## src/cpu_pkg.sv

```systemverilog
package cpu_pkg;

    localparam int unsigned XLEN       = 32;
    localparam int unsigned REG_ADDR_W = 5;
    localparam int unsigned NUM_REGS   = 32;

    typedef logic [XLEN-1:0]       word_t;
    typedef logic [REG_ADDR_W-1:0] reg_addr_t;

    localparam word_t RESET_PC   = 32'h0000_0000;
    localparam word_t INST_BYTES = 32'd4;

    // major opcodes the core executes, anything else is a no-op
    typedef enum logic [6:0] {
        OPC_LUI    = 7'b0110111,
        OPC_AUIPC  = 7'b0010111,
        OPC_JAL    = 7'b1101111,
        OPC_JALR   = 7'b1100111,
        OPC_BRANCH = 7'b1100011,
        OPC_OP_IMM = 7'b0010011,
        OPC_OP     = 7'b0110011
    } opcode_e;

    typedef enum logic [3:0] {
        ALU_ADD,
        ALU_SUB,
        ALU_SLL,
        ALU_SLT,
        ALU_SLTU,
        ALU_XOR,
        ALU_SRL,
        ALU_SRA,
        ALU_OR,
        ALU_AND,
        ALU_PASS      // result is op2, used by lui
    } alu_op_e;

    typedef enum logic [3:0] {
        BJP_NONE,
        BJP_JAL,
        BJP_JALR,
        BJP_BEQ,
        BJP_BNE,
        BJP_BLT,
        BJP_BGE,
        BJP_BLTU,
        BJP_BGEU
    } bjp_op_e;

    typedef struct packed {
        word_t     pc;
        word_t     op1;
        word_t     op2;
        word_t     rs2_val;    // branch compare operand
        word_t     imm;
        alu_op_e   alu_op;
        bjp_op_e   bjp_op;
        reg_addr_t rd;
        logic      rd_we;
    } issue_t;

    typedef struct packed {
        logic      we;
        reg_addr_t waddr;
        word_t     wdata;
    } wb_t;

endpackage

```

## src/stage_if.sv

```systemverilog
`timescale 1ns/1ns

// one pipeline stage handing its output to the next
interface stage_if #(
    parameter type payload_t = cpu_pkg::word_t
) ();
    import cpu_pkg::*;

    logic     valid;
    word_t    pc;
    payload_t payload;
    logic     stall;    // consumer asks producer to hold

    modport producer (
        output valid,
        output pc,
        output payload,
        input  stall
    );

    modport consumer (
        input  valid,
        input  pc,
        input  payload,
        output stall
    );

endinterface

```

## src/cpu_top.sv

```systemverilog
`timescale 1ns/1ns

module cpu_top (
    input  logic               clk,
    input  logic               rst_n_i,
    input  cpu_pkg::word_t     inst_i,
    output cpu_pkg::word_t     inst_addr_o,
    output logic               wb_we_o,
    output cpu_pkg::reg_addr_t wb_waddr_o,
    output cpu_pkg::word_t     wb_wdata_o
);
    import cpu_pkg::*;

    stage_if #(.payload_t(word_t))  fetch_bus ();
    stage_if #(.payload_t(issue_t)) issue_bus ();

    logic      jump_flag;   // one-cycle redirect pulse from execute
    word_t     jump_addr;
    wb_t       wb;
    reg_addr_t raddr1, raddr2;
    word_t     rdata1, rdata2;

    ifu u_ifu (
        .clk        (clk),
        .rst_n_i    (rst_n_i),
        .inst_i     (inst_i),
        .jump_flag_i(jump_flag),
        .jump_addr_i(jump_addr),
        .inst_addr_o(inst_addr_o),
        .fetch      (fetch_bus)
    );

    idu u_idu (
        .clk        (clk),
        .rst_n_i    (rst_n_i),
        .fetch      (fetch_bus),
        .rdata1_i   (rdata1),
        .rdata2_i   (rdata2),
        .jump_flag_i(jump_flag),
        .raddr1_o   (raddr1),
        .raddr2_o   (raddr2),
        .issue      (issue_bus)
    );

    gpr u_gpr (
        .clk     (clk),
        .rst_n_i (rst_n_i),
        .wb_i    (wb),
        .raddr1_i(raddr1),
        .raddr2_i(raddr2),
        .rdata1_o(rdata1),
        .rdata2_o(rdata2)
    );

    exu u_exu (
        .clk        (clk),
        .rst_n_i    (rst_n_i),
        .issue      (issue_bus),
        .jump_flag_o(jump_flag),
        .jump_addr_o(jump_addr),
        .wb_o       (wb)
    );

    assign wb_we_o    = wb.we;
    assign wb_waddr_o = wb.waddr;
    assign wb_wdata_o = wb.wdata;

endmodule

```

## src/exu.sv

```systemverilog
`timescale 1ns/1ns

module exu (
    input  logic           clk,
    input  logic           rst_n_i,
    stage_if.consumer      issue,
    output logic           jump_flag_o,
    output cpu_pkg::word_t jump_addr_o,
    output cpu_pkg::wb_t   wb_o
);
    import cpu_pkg::*;

    issue_t     p;
    word_t      alu_res;
    logic [4:0] shamt;
    logic       taken;
    logic       is_jump;
    word_t      br_base;
    word_t      br_sum;
    word_t      link;

    assign p           = issue.payload;
    assign issue.stall = 1'b0;        // single-cycle execute, never holds issue
    assign shamt       = p.op2[4:0];

    always_comb begin
        case (p.alu_op)
            ALU_ADD:  alu_res = p.op1 + p.op2;
            ALU_SUB:  alu_res = p.op1 - p.op2;
            ALU_SLL:  alu_res = p.op1 << shamt;
            ALU_SLT:  alu_res = {31'b0, $signed(p.op1) < $signed(p.op2)};
            ALU_SLTU: alu_res = {31'b0, p.op1 < p.op2};
            ALU_XOR:  alu_res = p.op1 ^ p.op2;
            ALU_SRL:  alu_res = p.op1 >> shamt;
            ALU_SRA:  alu_res = $signed(p.op1) >>> shamt;
            ALU_OR:   alu_res = p.op1 | p.op2;
            ALU_AND:  alu_res = p.op1 & p.op2;
            ALU_PASS: alu_res = p.op2;
            default:  alu_res = '0;
        endcase
    end

    // branch condition, compares rs1 against rs2
    always_comb begin
        case (p.bjp_op)
            BJP_JAL,
            BJP_JALR: taken = 1'b1;
            BJP_BEQ:  taken = p.op1 == p.rs2_val;
            BJP_BNE:  taken = p.op1 != p.rs2_val;
            BJP_BLT:  taken = $signed(p.op1) <  $signed(p.rs2_val);
            BJP_BGE:  taken = $signed(p.op1) >= $signed(p.rs2_val);
            BJP_BLTU: taken = p.op1 <  p.rs2_val;
            BJP_BGEU: taken = p.op1 >= p.rs2_val;
            default:  taken = 1'b0;
        endcase
    end

    assign is_jump = p.bjp_op == BJP_JAL || p.bjp_op == BJP_JALR;
    assign br_base = (p.bjp_op == BJP_JALR) ? p.op1 : p.pc;  // jalr is rs1 relative
    assign br_sum  = br_base + p.imm;
    assign link    = issue.pc + INST_BYTES;

    // redirect is live only while the branch sits in the issue register
    assign jump_flag_o = issue.valid && taken;
    assign jump_addr_o = {br_sum[XLEN-1:1], 1'b0};

    always_ff @(posedge clk) begin
        if (!rst_n_i) begin
            wb_o.we <= 1'b0;
        end else begin
            wb_o.we <= issue.valid && p.rd_we;
        end
        wb_o.waddr <= p.rd;
        wb_o.wdata <= is_jump ? link : alu_res;   // links write pc+4
    end

endmodule

```

## src/gpr.sv

```systemverilog
`timescale 1ns/1ns

module gpr (
    input  logic                clk,
    input  logic                rst_n_i,
    input  cpu_pkg::wb_t        wb_i,
    input  cpu_pkg::reg_addr_t  raddr1_i,
    input  cpu_pkg::reg_addr_t  raddr2_i,
    output cpu_pkg::word_t      rdata1_o,
    output cpu_pkg::word_t      rdata2_o
);
    import cpu_pkg::*;

    word_t regs [NUM_REGS];

    // x0 reads zero, a register being written returns the new value
    function automatic word_t read_port(input reg_addr_t addr);
        if (addr == '0)
            return '0;
        if (wb_i.we && wb_i.waddr == addr)
            return wb_i.wdata;
        return regs[addr];
    endfunction

    always_ff @(posedge clk) begin
        if (!rst_n_i) begin
            for (int i = 0; i < NUM_REGS; i++)
                regs[i] <= '0;
        end else if (wb_i.we && wb_i.waddr != '0) begin
            regs[wb_i.waddr] <= wb_i.wdata;
        end
    end

    assign rdata1_o = read_port(raddr1_i);
    assign rdata2_o = read_port(raddr2_i);

endmodule

```

## src/idu.sv

```systemverilog
`timescale 1ns/1ns

module idu (
    input  logic               clk,
    input  logic               rst_n_i,
    stage_if.consumer          fetch,
    input  cpu_pkg::word_t     rdata1_i,
    input  cpu_pkg::word_t     rdata2_i,
    input  logic               jump_flag_i,
    output cpu_pkg::reg_addr_t raddr1_o,
    output cpu_pkg::reg_addr_t raddr2_o,
    stage_if.producer          issue
);
    import cpu_pkg::*;

    word_t   inst;
    opcode_e opc;
    word_t   imm_i, imm_b, imm_u, imm_j;
    issue_t  dec;
    logic    use_rs1, use_rs2;
    logic    hazard;

    // funct3 to alu op, alt is instruction bit 30
    function automatic alu_op_e alu_sel(input logic [2:0] f3, input logic alt);
        case (f3)
            3'b000:  return alt ? ALU_SUB : ALU_ADD;
            3'b001:  return ALU_SLL;
            3'b010:  return ALU_SLT;
            3'b011:  return ALU_SLTU;
            3'b100:  return ALU_XOR;
            3'b101:  return alt ? ALU_SRA : ALU_SRL;
            3'b110:  return ALU_OR;
            default: return ALU_AND;
        endcase
    endfunction

    function automatic bjp_op_e branch_sel(input logic [2:0] f3);
        case (f3)
            3'b000:  return BJP_BEQ;
            3'b001:  return BJP_BNE;
            3'b100:  return BJP_BLT;
            3'b101:  return BJP_BGE;
            3'b110:  return BJP_BLTU;
            3'b111:  return BJP_BGEU;
            default: return BJP_NONE;   // reserved funct3 never branches
        endcase
    endfunction

    assign inst     = fetch.payload;
    assign opc      = opcode_e'(inst[6:0]);
    assign raddr1_o = inst[19:15];
    assign raddr2_o = inst[24:20];

    assign imm_i = {{20{inst[31]}}, inst[31:20]};
    assign imm_b = {{19{inst[31]}}, inst[31], inst[7], inst[30:25], inst[11:8], 1'b0};
    assign imm_u = {inst[31:12], 12'b0};
    assign imm_j = {{11{inst[31]}}, inst[31], inst[19:12], inst[20], inst[30:21], 1'b0};

    always_comb begin
        dec         = '0;
        dec.pc      = fetch.pc;
        dec.op1     = rdata1_i;
        dec.op2     = rdata2_i;
        dec.rs2_val = rdata2_i;
        dec.rd      = inst[11:7];
        dec.alu_op  = ALU_ADD;
        dec.bjp_op  = BJP_NONE;
        use_rs1     = 1'b0;
        use_rs2     = 1'b0;
        case (opc)
            OPC_LUI: begin
                dec.imm    = imm_u;
                dec.op2    = imm_u;
                dec.alu_op = ALU_PASS;
                dec.rd_we  = 1'b1;
            end
            OPC_AUIPC: begin
                dec.imm   = imm_u;
                dec.op1   = fetch.pc;
                dec.op2   = imm_u;
                dec.rd_we = 1'b1;
            end
            OPC_JAL: begin
                dec.imm    = imm_j;
                dec.op1    = fetch.pc;
                dec.op2    = imm_j;
                dec.bjp_op = BJP_JAL;
                dec.rd_we  = 1'b1;
            end
            OPC_JALR: begin
                dec.imm    = imm_i;
                dec.op2    = imm_i;
                dec.bjp_op = BJP_JALR;
                dec.rd_we  = 1'b1;
                use_rs1    = 1'b1;
            end
            OPC_BRANCH: begin
                dec.imm    = imm_b;
                dec.bjp_op = branch_sel(inst[14:12]);
                use_rs1    = 1'b1;
                use_rs2    = 1'b1;
            end
            OPC_OP_IMM: begin
                dec.imm    = imm_i;
                dec.op2    = imm_i;
                // only srai sets bit 30 meaningfully, addi never turns into sub
                dec.alu_op = alu_sel(inst[14:12], inst[30] && inst[14:12] == 3'b101);
                dec.rd_we  = 1'b1;
                use_rs1    = 1'b1;
            end
            OPC_OP: begin
                dec.alu_op = alu_sel(inst[14:12], inst[30]);
                dec.rd_we  = !inst[25];  // mul/div group is not implemented
                use_rs1    = 1'b1;
                use_rs2    = 1'b1;
            end
            default: ;                   // unsupported, issues as a no-op
        endcase
        if (dec.rd == '0)
            dec.rd_we = 1'b0;
    end

    // raw on the instruction sitting in our issue register
    assign hazard = fetch.valid && issue.valid && issue.payload.rd_we &&
                    ((use_rs1 && raddr1_o == issue.payload.rd) ||
                     (use_rs2 && raddr2_o == issue.payload.rd));

    assign fetch.stall = hazard || issue.stall;

    always_ff @(posedge clk) begin
        if (!rst_n_i) begin
            issue.valid <= 1'b0;
        end else if (jump_flag_i) begin
            issue.valid <= 1'b0;                  // flush
        end else if (!issue.stall) begin
            issue.valid <= fetch.valid && !hazard; // bubble while stalled
        end
    end

    always_ff @(posedge clk) begin
        if (!issue.stall) begin
            issue.pc      <= fetch.pc;
            issue.payload <= dec;
        end
    end

endmodule

```

## src/ifu.sv

```systemverilog
`timescale 1ns/1ns

module ifu (
    input  logic           clk,
    input  logic           rst_n_i,
    input  cpu_pkg::word_t inst_i,
    input  logic           jump_flag_i,
    input  cpu_pkg::word_t jump_addr_i,
    output cpu_pkg::word_t inst_addr_o,
    stage_if.producer      fetch
);
    import cpu_pkg::*;

    word_t pc_q;

    assign inst_addr_o = pc_q;   // memory answers in the same cycle

    // pc: redirect beats hold, hold beats increment
    always_ff @(posedge clk) begin
        if (!rst_n_i) begin
            pc_q <= RESET_PC;
        end else if (jump_flag_i) begin
            pc_q <= jump_addr_i;
        end else if (!fetch.stall) begin
            pc_q <= pc_q + INST_BYTES;
        end
    end

    // fetch/decode register, valid part
    always_ff @(posedge clk) begin
        if (!rst_n_i) begin
            fetch.valid <= 1'b0;
        end else if (jump_flag_i) begin
            fetch.valid <= 1'b0;     // squash the word fetched on the wrong path
        end else if (!fetch.stall) begin
            fetch.valid <= 1'b1;
        end
    end

    always_ff @(posedge clk) begin
        if (!fetch.stall) begin
            fetch.pc      <= pc_q;
            fetch.payload <= inst_i;
        end
    end

endmodule

```

## config.mk

```make
export PLATFORM = sky130hd
export DESIGN_NAME = cpu_top
export DESIGN_NICKNAME = d
export VERILOG_FILES = /design/src/cpu_pkg.sv /design/src/stage_if.sv /design/src/cpu_top.sv /design/src/exu.sv /design/src/gpr.sv /design/src/idu.sv /design/src/ifu.sv
export SDC_FILE = /design/constraint.sdc
export NUM_CORES = 2
export LEC_CHECK = 0
export BUFFER_PORTS_ARGS = -buffer_cell sky130_fd_sc_hd__buf_2
export CAP_MARGIN = 20
export CORE_MARGIN = 2
export CORE_UTILIZATION = 64
export DETAILED_ROUTE_END_ITERATION = 10
export PLACE_DENSITY_LB_ADDON = 0.12
export SLEW_MARGIN = 15
export SYNTH_ARGS = -nofsm -noshare
export SYNTH_HDL_FRONTEND = slang
export SYNTH_SLANG_ARGS = --single-unit
```

## constraint.sdc

```tcl
create_clock -name clk -period 5.8 [get_ports clk]
set_input_delay 0 -clock clk [delete_from_list [all_inputs] [get_ports clk]]
set_output_delay 0 -clock clk [all_outputs]
set_load 0.01 [all_outputs]
```

* After elaboration in Yosys (flattened, before gate mapping)
Memory sizes are Yosys's and may differ from the RTL's. A register that Yosys moved wholly into a read port is not among the register bits. Cells that the tools add are included.
Storage, ports and cells: word-level logic and storage cells 151, memories kept 1, RAM bits 1024, bits in registers 310, input bits 34
Memory list:
- u_gpr.regs | words 32, bits a word 32, rd ports 2, clocked after Yosys merged registers in 2, wr ports 32, RTL line gpr.sv:14 | word_t regs [NUM_REGS];
Operators by class: muxes and demuxes 44, equality and inequality tests 39, shift operators 3, reductions and logical operators 31, add/sub/neg operators 5, $lt $le $gt $ge 6, bitwise operators 4
Operator list (number):
- 32-bit two-way mux | 14
- 32-bit case mux with 11 select lines | 1
- 32-bit < comparator | 4
- 32-bit case mux with 4 select lines | 1
- 32-bit case mux with 3 select lines | 1
- 32-bit by 3-bit adder with 32-bit output, second input constant | 2
- 32-bit adder | 2
- 32-bit >= comparator | 2
- 4-bit case mux with 7 select lines | 2
- 32-bit bitwise AND | 1
- 32-bit equality test | 1
- 4-bit by 3-bit equality test with 1-bit output, second input constant | 8
- 32-bit != test | 1
- 32-bit bitwise OR | 1
- 32-bit OR reduction | 1
- 32-bit by 5-bit left shift with 32-bit output | 1
- 32-bit by 5-bit >> shifter with 32-bit output | 1
- 32-bit by 5-bit >>> shifter with 32-bit output | 1
- 32-bit subtractor | 1
- 32-bit bitwise XOR | 1
- 4-bit case mux with 3 select lines | 2
- 4-bit case mux with 6 select lines | 1
- 7-bit equality test, second input constant | 3
- 5-bit equality test | 4
- other kinds (24) | 75

* Depth between registers and ports, before layout
depth after elaboration 8, gate-level depth with buffers 16, depth with buffers taken out 14

* Cells and area by module
Synthesis repeated with hierarchy kept, for this count alone.
Second synthesis, totals: cells, all modules 6402, area total of the unflattened synthesis 79316.1 µm²
By module, submodules not included:
- gpr | instances 1, cells each 3763, seq. area each 30749.5 µm², area each 54743.8 µm²
- exu | instances 1, cells each 1922, seq. area each 760.7 µm², area each 13683.1 µm²
- idu | instances 1, cells each 438, seq. area each 5245.0 µm², area each 7153.1 µm²
- ifu | instances 1, cells each 279, seq. area each 2582.5 µm², area each 3736.1 µm²

* Least setup slack after synthesis
OpenSTA, ideal clock, no wires.
path kind reg-to-reg, start reg u_exu.wb_o[34] in the netlist's numbering, end mem u_gpr.regs[24][0] in the netlist's numbering (enable), arrival time 3661 ps, required time 5334 ps, library setup time 466 ps, period minus slack after synthesis 4127 ps, cell stages (with the launch flop) 7, path slack 1673 ps, path through dfxtp_1 -> clkbuf_1 -> or3_1 -> clkbuf_1 -> nand3b_1 -> clkbuf_1 -> o21ai_0
RTL lines:
- start, declared | RTL line exu.sv:9 | output cpu_pkg::wb_t wb_o
- end, declared | RTL line gpr.sv:14

* Worst setup path after layout
start reg, netlist name u_idu.issue.payload[6], end reg u_ifu.pc_q[30] (netlist: u_ifu.inst_addr_o[30])
On the way: word-level cells in the longest chain between the ends 5
Ends and longest elaborated chain:
- branches (longest 5 deep; another with 32-bit adder)
- end signal, assigned | RTL line ifu.sv:23 | pc_q <= jump_addr_i;
- end signal, assigned | RTL line ifu.sv:25 | pc_q <= pc_q + INST_BYTES;
- end, declared | RTL line ifu.sv:14 | word_t pc_q;
Several ways; the timed one is not identified. A chain may end at the register's enable or synchronous reset.

==> results.sh <==
export IMPL_first_pass_iters=8
export IMPL_fin_skew_ns=0.0315
export IMPL_final_fill_count=7629
export IMPL_path_class="register to register"
export IMPL_crit_family="compound AO/OA/AOI/OAI gates"
export IMPL_status="finished, final reports clean"
export IMPL_synth_edff_count=1087
export IMPL_min_period_ns=5.26
export IMPL_slew_violations=0
export IMPL_rr_worst_depth=13
export IMPL_die_width_um=350
export IMPL_worst_ep_arrival_time_ns=5.93
export IMPL_drtIter0Drc=11800
export IMPL_maxSlewHeadroom_pct=13.2
export IMPL_ys_types=104
export IMPL_clk_path_buf_depth=3
export IMPL_peakVddDrop_v=0.000338
export IMPL_grt_pass1_wl_um=418000
export IMPL_portBuffers=102
export IMPL_period_share_pct=90.6
export IMPL_synth_area_mm2=0.0765
export IMPL_critPathMaxFanout=58
export IMPL_via_per_inst=7.69
export IMPL_nNetsFinal=6076
export IMPL_path_cells="or4b_1 > buf_4 > o21ai_1 > ha_1 > nand2_1 > a21oi_1 > o21ai_0 > a311o_1 > o211ai_1 > and2_1 > a2111oi_0 > mux2i_1 > o311a_1"
export IMPL_p_leak_uw=0.0315
export IMPL_vias=58000
export IMPL_worstSetupEndpointType="register"
export IMPL_worstReg2RegStart="u_idu.issue.payload[6]"
export IMPL_instances_no_fill=7543
export IMPL_rsz0062_at_grt="no"
export IMPL_crit_slowest_cell="o21ai_1"
export IMPL_cp_num_buf_inv=1
export IMPL_hold_viol_final=0
export IMPL_register_area_mm2=0.0378
export IMPL_yosysSeqAreaShare_pct=49.3
export IMPL_place_area_mm2=0.0794
export IMPL_r2r_end="u_ifu.inst_addr_o[30]"
export IMPL_syn_area_per_cell_um2=13.0
export IMPL_ys_warnings_count=0
export IMPL_overflow=0
export IMPL_dp_hpwl_um=194000
export IMPL_reg2reg_slack_ns=0.54
export IMPL_synthArstFlopShare_pct=0
export IMPL_cp_slowest_stage_delay_ns=0.99
export IMPL_worstHoldStart="inst_i[22]"
export IMPL_cts_setup_buffers=0
export IMPL_start_util_pct=64.7
export IMPL_fmax_mhz=190
export IMPL_grt_pass1_vias=55600
export IMPL_ys_ff_latch=1341
export IMPL_hold_depth=3
export IMPL_clock_sinks=1341
export IMPL_die_h_um=350
export IMPL_final_layout_size_suffix_gt1_share_pct=22.8
export IMPL_start_kind="register"
export IMPL_ant_nets=0
export IMPL_cts_tree="built"
export IMPL_antenna_found_initial=46
export IMPL_num_io_pins=104
export IMPL_cap_violations=0
export IMPL_clk_latency_ns=0.80
export IMPL_h_tree_depth=4
export IMPL_area_growth_pct=11.0
export IMPL_ctsResizeCount=0
export IMPL_die_area_mm2=0.122
export IMPL_syn_instance_count=5867
export IMPL_synth_ff_type="edfxtp_1"
export IMPL_place_inst=7203
export IMPL_place_gp_congestion=1.06
export IMPL_coreArea_mm2=0.118
export IMPL_grt_use_total_pct=49.6
export IMPL_grt_max_degree=67
export IMPL_drt_wirelength_per_cell_um=40.0
export IMPL_power_density_mw_per_mm2=318
export IMPL_setup_tns_ns=0
export IMPL_design_area_mm2=0.0849
export IMPL_multi_input_area_mm2=0.0369
export IMPL_worstHoldPathType="input pin to register"
export IMPL_setup_viol=0
export IMPL_drc=0
export IMPL_root_buffer="clkbuf_16"
export IMPL_worst_pin_slew_ns=1.29
export IMPL_routed_wl_um=302000
export IMPL_path_clk_slew_ns=0.06
export IMPL_cp_required_ns=6.47
export IMPL_cts_buffers=140
export IMPL_rows=126
[state kept, by name (all words and copies together) (netlist names), named ones only]
signal,cells
u_exu.wb_o,38
u_gpr.regs,1024
u_idu.issue.payload,142
u_idu.issue.pc,31
u_idu.issue.valid,1
u_ifu.fetch.payload,32
u_ifu.fetch.pc,31
u_ifu.fetch.valid,1
u_ifu.inst_addr_o,31
[worst max path at each step]
| stage | from | slack (ns) | endpoint | cells past startpoint |
|---|---|---|---|---|
| final | u_idu.issue.payload[6] | 0.54 | u_ifu.inst_addr_o[30] | 13 |
| after floorplan | u_exu.wb_o[34] | 1.67 | u_gpr.regs[24][0] | 6 |
| after detailed placement | u_idu.issue.payload[6] | 0.95 | u_ifu.inst_addr_o[30] | 13 |
| after global routing | u_idu.issue.payload[6] | 0.39 | u_ifu.inst_addr_o[30] | 13 |
| after global placement | u_idu.issue.payload[6] | 0.57 | u_ifu.inst_addr_o[30] | 13 |
| after CTS | u_idu.issue.payload[6] | 0.89 | u_ifu.inst_addr_o[30] | 13 |
[area by class of cell]
class	instances	share of cell area (%)
flip-flops and latches	1341	44.5
multi-input cells	3886	43.5
clock buffers	172	4.49
repair buffers	357	3.53
well taps	1536	2.26
clock inverters	75	0.989
inverters	152	0.674
diodes	24	0.0707
[cell usage in the layout (no fill, tap or decap), drive strengths merged, types with 15 or more instances in the layout]
cell         instances
a211oi              68
a21o                28
a21oi              212
a221oi              36
a22o                16
a22oi               19
a31oi               19
and2              1005
and3                31
buf                294
clkbuf             172
clkinv              49
conb                33
dfxtp              254
diode               24
dlygate4sd3         62
edfxtp            1087
ha                 161
inv                159
mux2                20
mux2i               96
mux4               702
nand2              266
nand3               88
nand4               22
nor2               308
nor2b               20
nor3                62
nor4                19
o211ai              28
o21ai              220
o21bai              18
o221ai              15
o22ai               36
o31ai               19
or3                 17
xnor2               60
xor2                51
[routing by layer]
metal	vias to the layer above	GRT usage [%]	share of wire, %
met2	5729	68.2	42
met3	1230	21.0	18
met4	36	30.8	7.4
met1	28700	65.2	33
met5	-	1.53	0.16
li1	22300	-	-
[stage by stage]
stage	setup WS (ns)	hold slack (ns)	utilization [%]	power [uW]
6_report	0.544	0.0262	71.8	27000
5_1_grt	0.387	0.0320	71.8	27500
4_1_cts	0.887	0.00246	71.6	26500
3_5_place_dp	0.949	0.179	67.2	17400
3_3_place_gp	0.570	0.178	67.1	17300
2_1_floorplan	1.67	0.0989	-	15000
[worst reg2reg max path, stage by stage, from the launching register on]
cell	delay [ns]
dfxtp_1	0.40
or4b_1	0.56
buf_4	0.35
o21ai_1	1.02
ha_1	0.45
nand2_1	0.10
a21oi_1	0.06
o21ai_0	0.30
a311o_1	0.31
o211ai_1	0.21
and2_1	0.27
a2111oi_0	0.63
mux2i_1	0.17
o311a_1	0.31
[synthesized netlist by cell type (all sizes together) (20+ instances only)]
| cell | count | area share [%] |
|---|---|---|
| a211oi | 68 | 0.67 |
| a21o | 28 | 0.28 |
| a21oi | 212 | 1.4 |
| a221oi | 36 | 0.41 |
| and2 | 1005 | 8.2 |
| and3 | 31 | 0.25 |
| buf | 112 | 0.69 |
| clkbuf | 408 | 2.0 |
| dfxtp | 254 | 6.6 |
| edfxtp | 1087 | 43 |
| ha | 161 | 2.6 |
| inv | 150 | 0.74 |
| mux2 | 20 | 0.29 |
| mux2i | 96 | 1.3 |
| mux4 | 702 | 21 |
| nand2 | 266 | 1.3 |
| nand3 | 88 | 0.58 |
| nand4 | 22 | 0.18 |
| nor2 | 308 | 1.5 |
| nor2b | 20 | 0.17 |
| nor3 | 62 | 0.41 |
| o211ai | 28 | 0.28 |
| o21ai | 220 | 1.4 |
| o22ai | 36 | 0.29 |
| xnor2 | 60 | 0.69 |
| xor2 | 51 | 0.58 |
[where the power goes]
| part | switching (uW) | internal [uW] | total [uW] | leakage, uW |
|---|---|---|---|---|
| Clock | 4010 | 5320 | 9320 | 0.00228 |
| Sequential | 840 | 10900 | 11700 | 0.0134 |
| Combinational | 3860 | 2110 | 5970 | 0.0159 |
| Total | 8710 | 18300 | 27000 | 0.0315 |
[timing repair]
| item | in CTS | in global routing |
|---|---|---|
| setup endpoints to repair | 0 | 0 |
| endpoints found under the hold margin | 66 | 0 |
| hold buffers | 62 | 0 |
[logic make-up (layout without fill, tap and decap cells)]
logic type	count (synthesis)	after routing	synth area share, %
buffers and inverters	672	756	3.43
muxes	818	818	22.2
DFF	1341	1341	49.3
xor gates and xnor gates	111	111	1.27
adders and majority gates	164	164	2.71
AOI/OAI and AO/OA	853	853	7.36
other	1	57	0.00490
and+or+nand+nor	1907	1907	13.7
No activity file was read; power rests on OpenSTA's default activity.
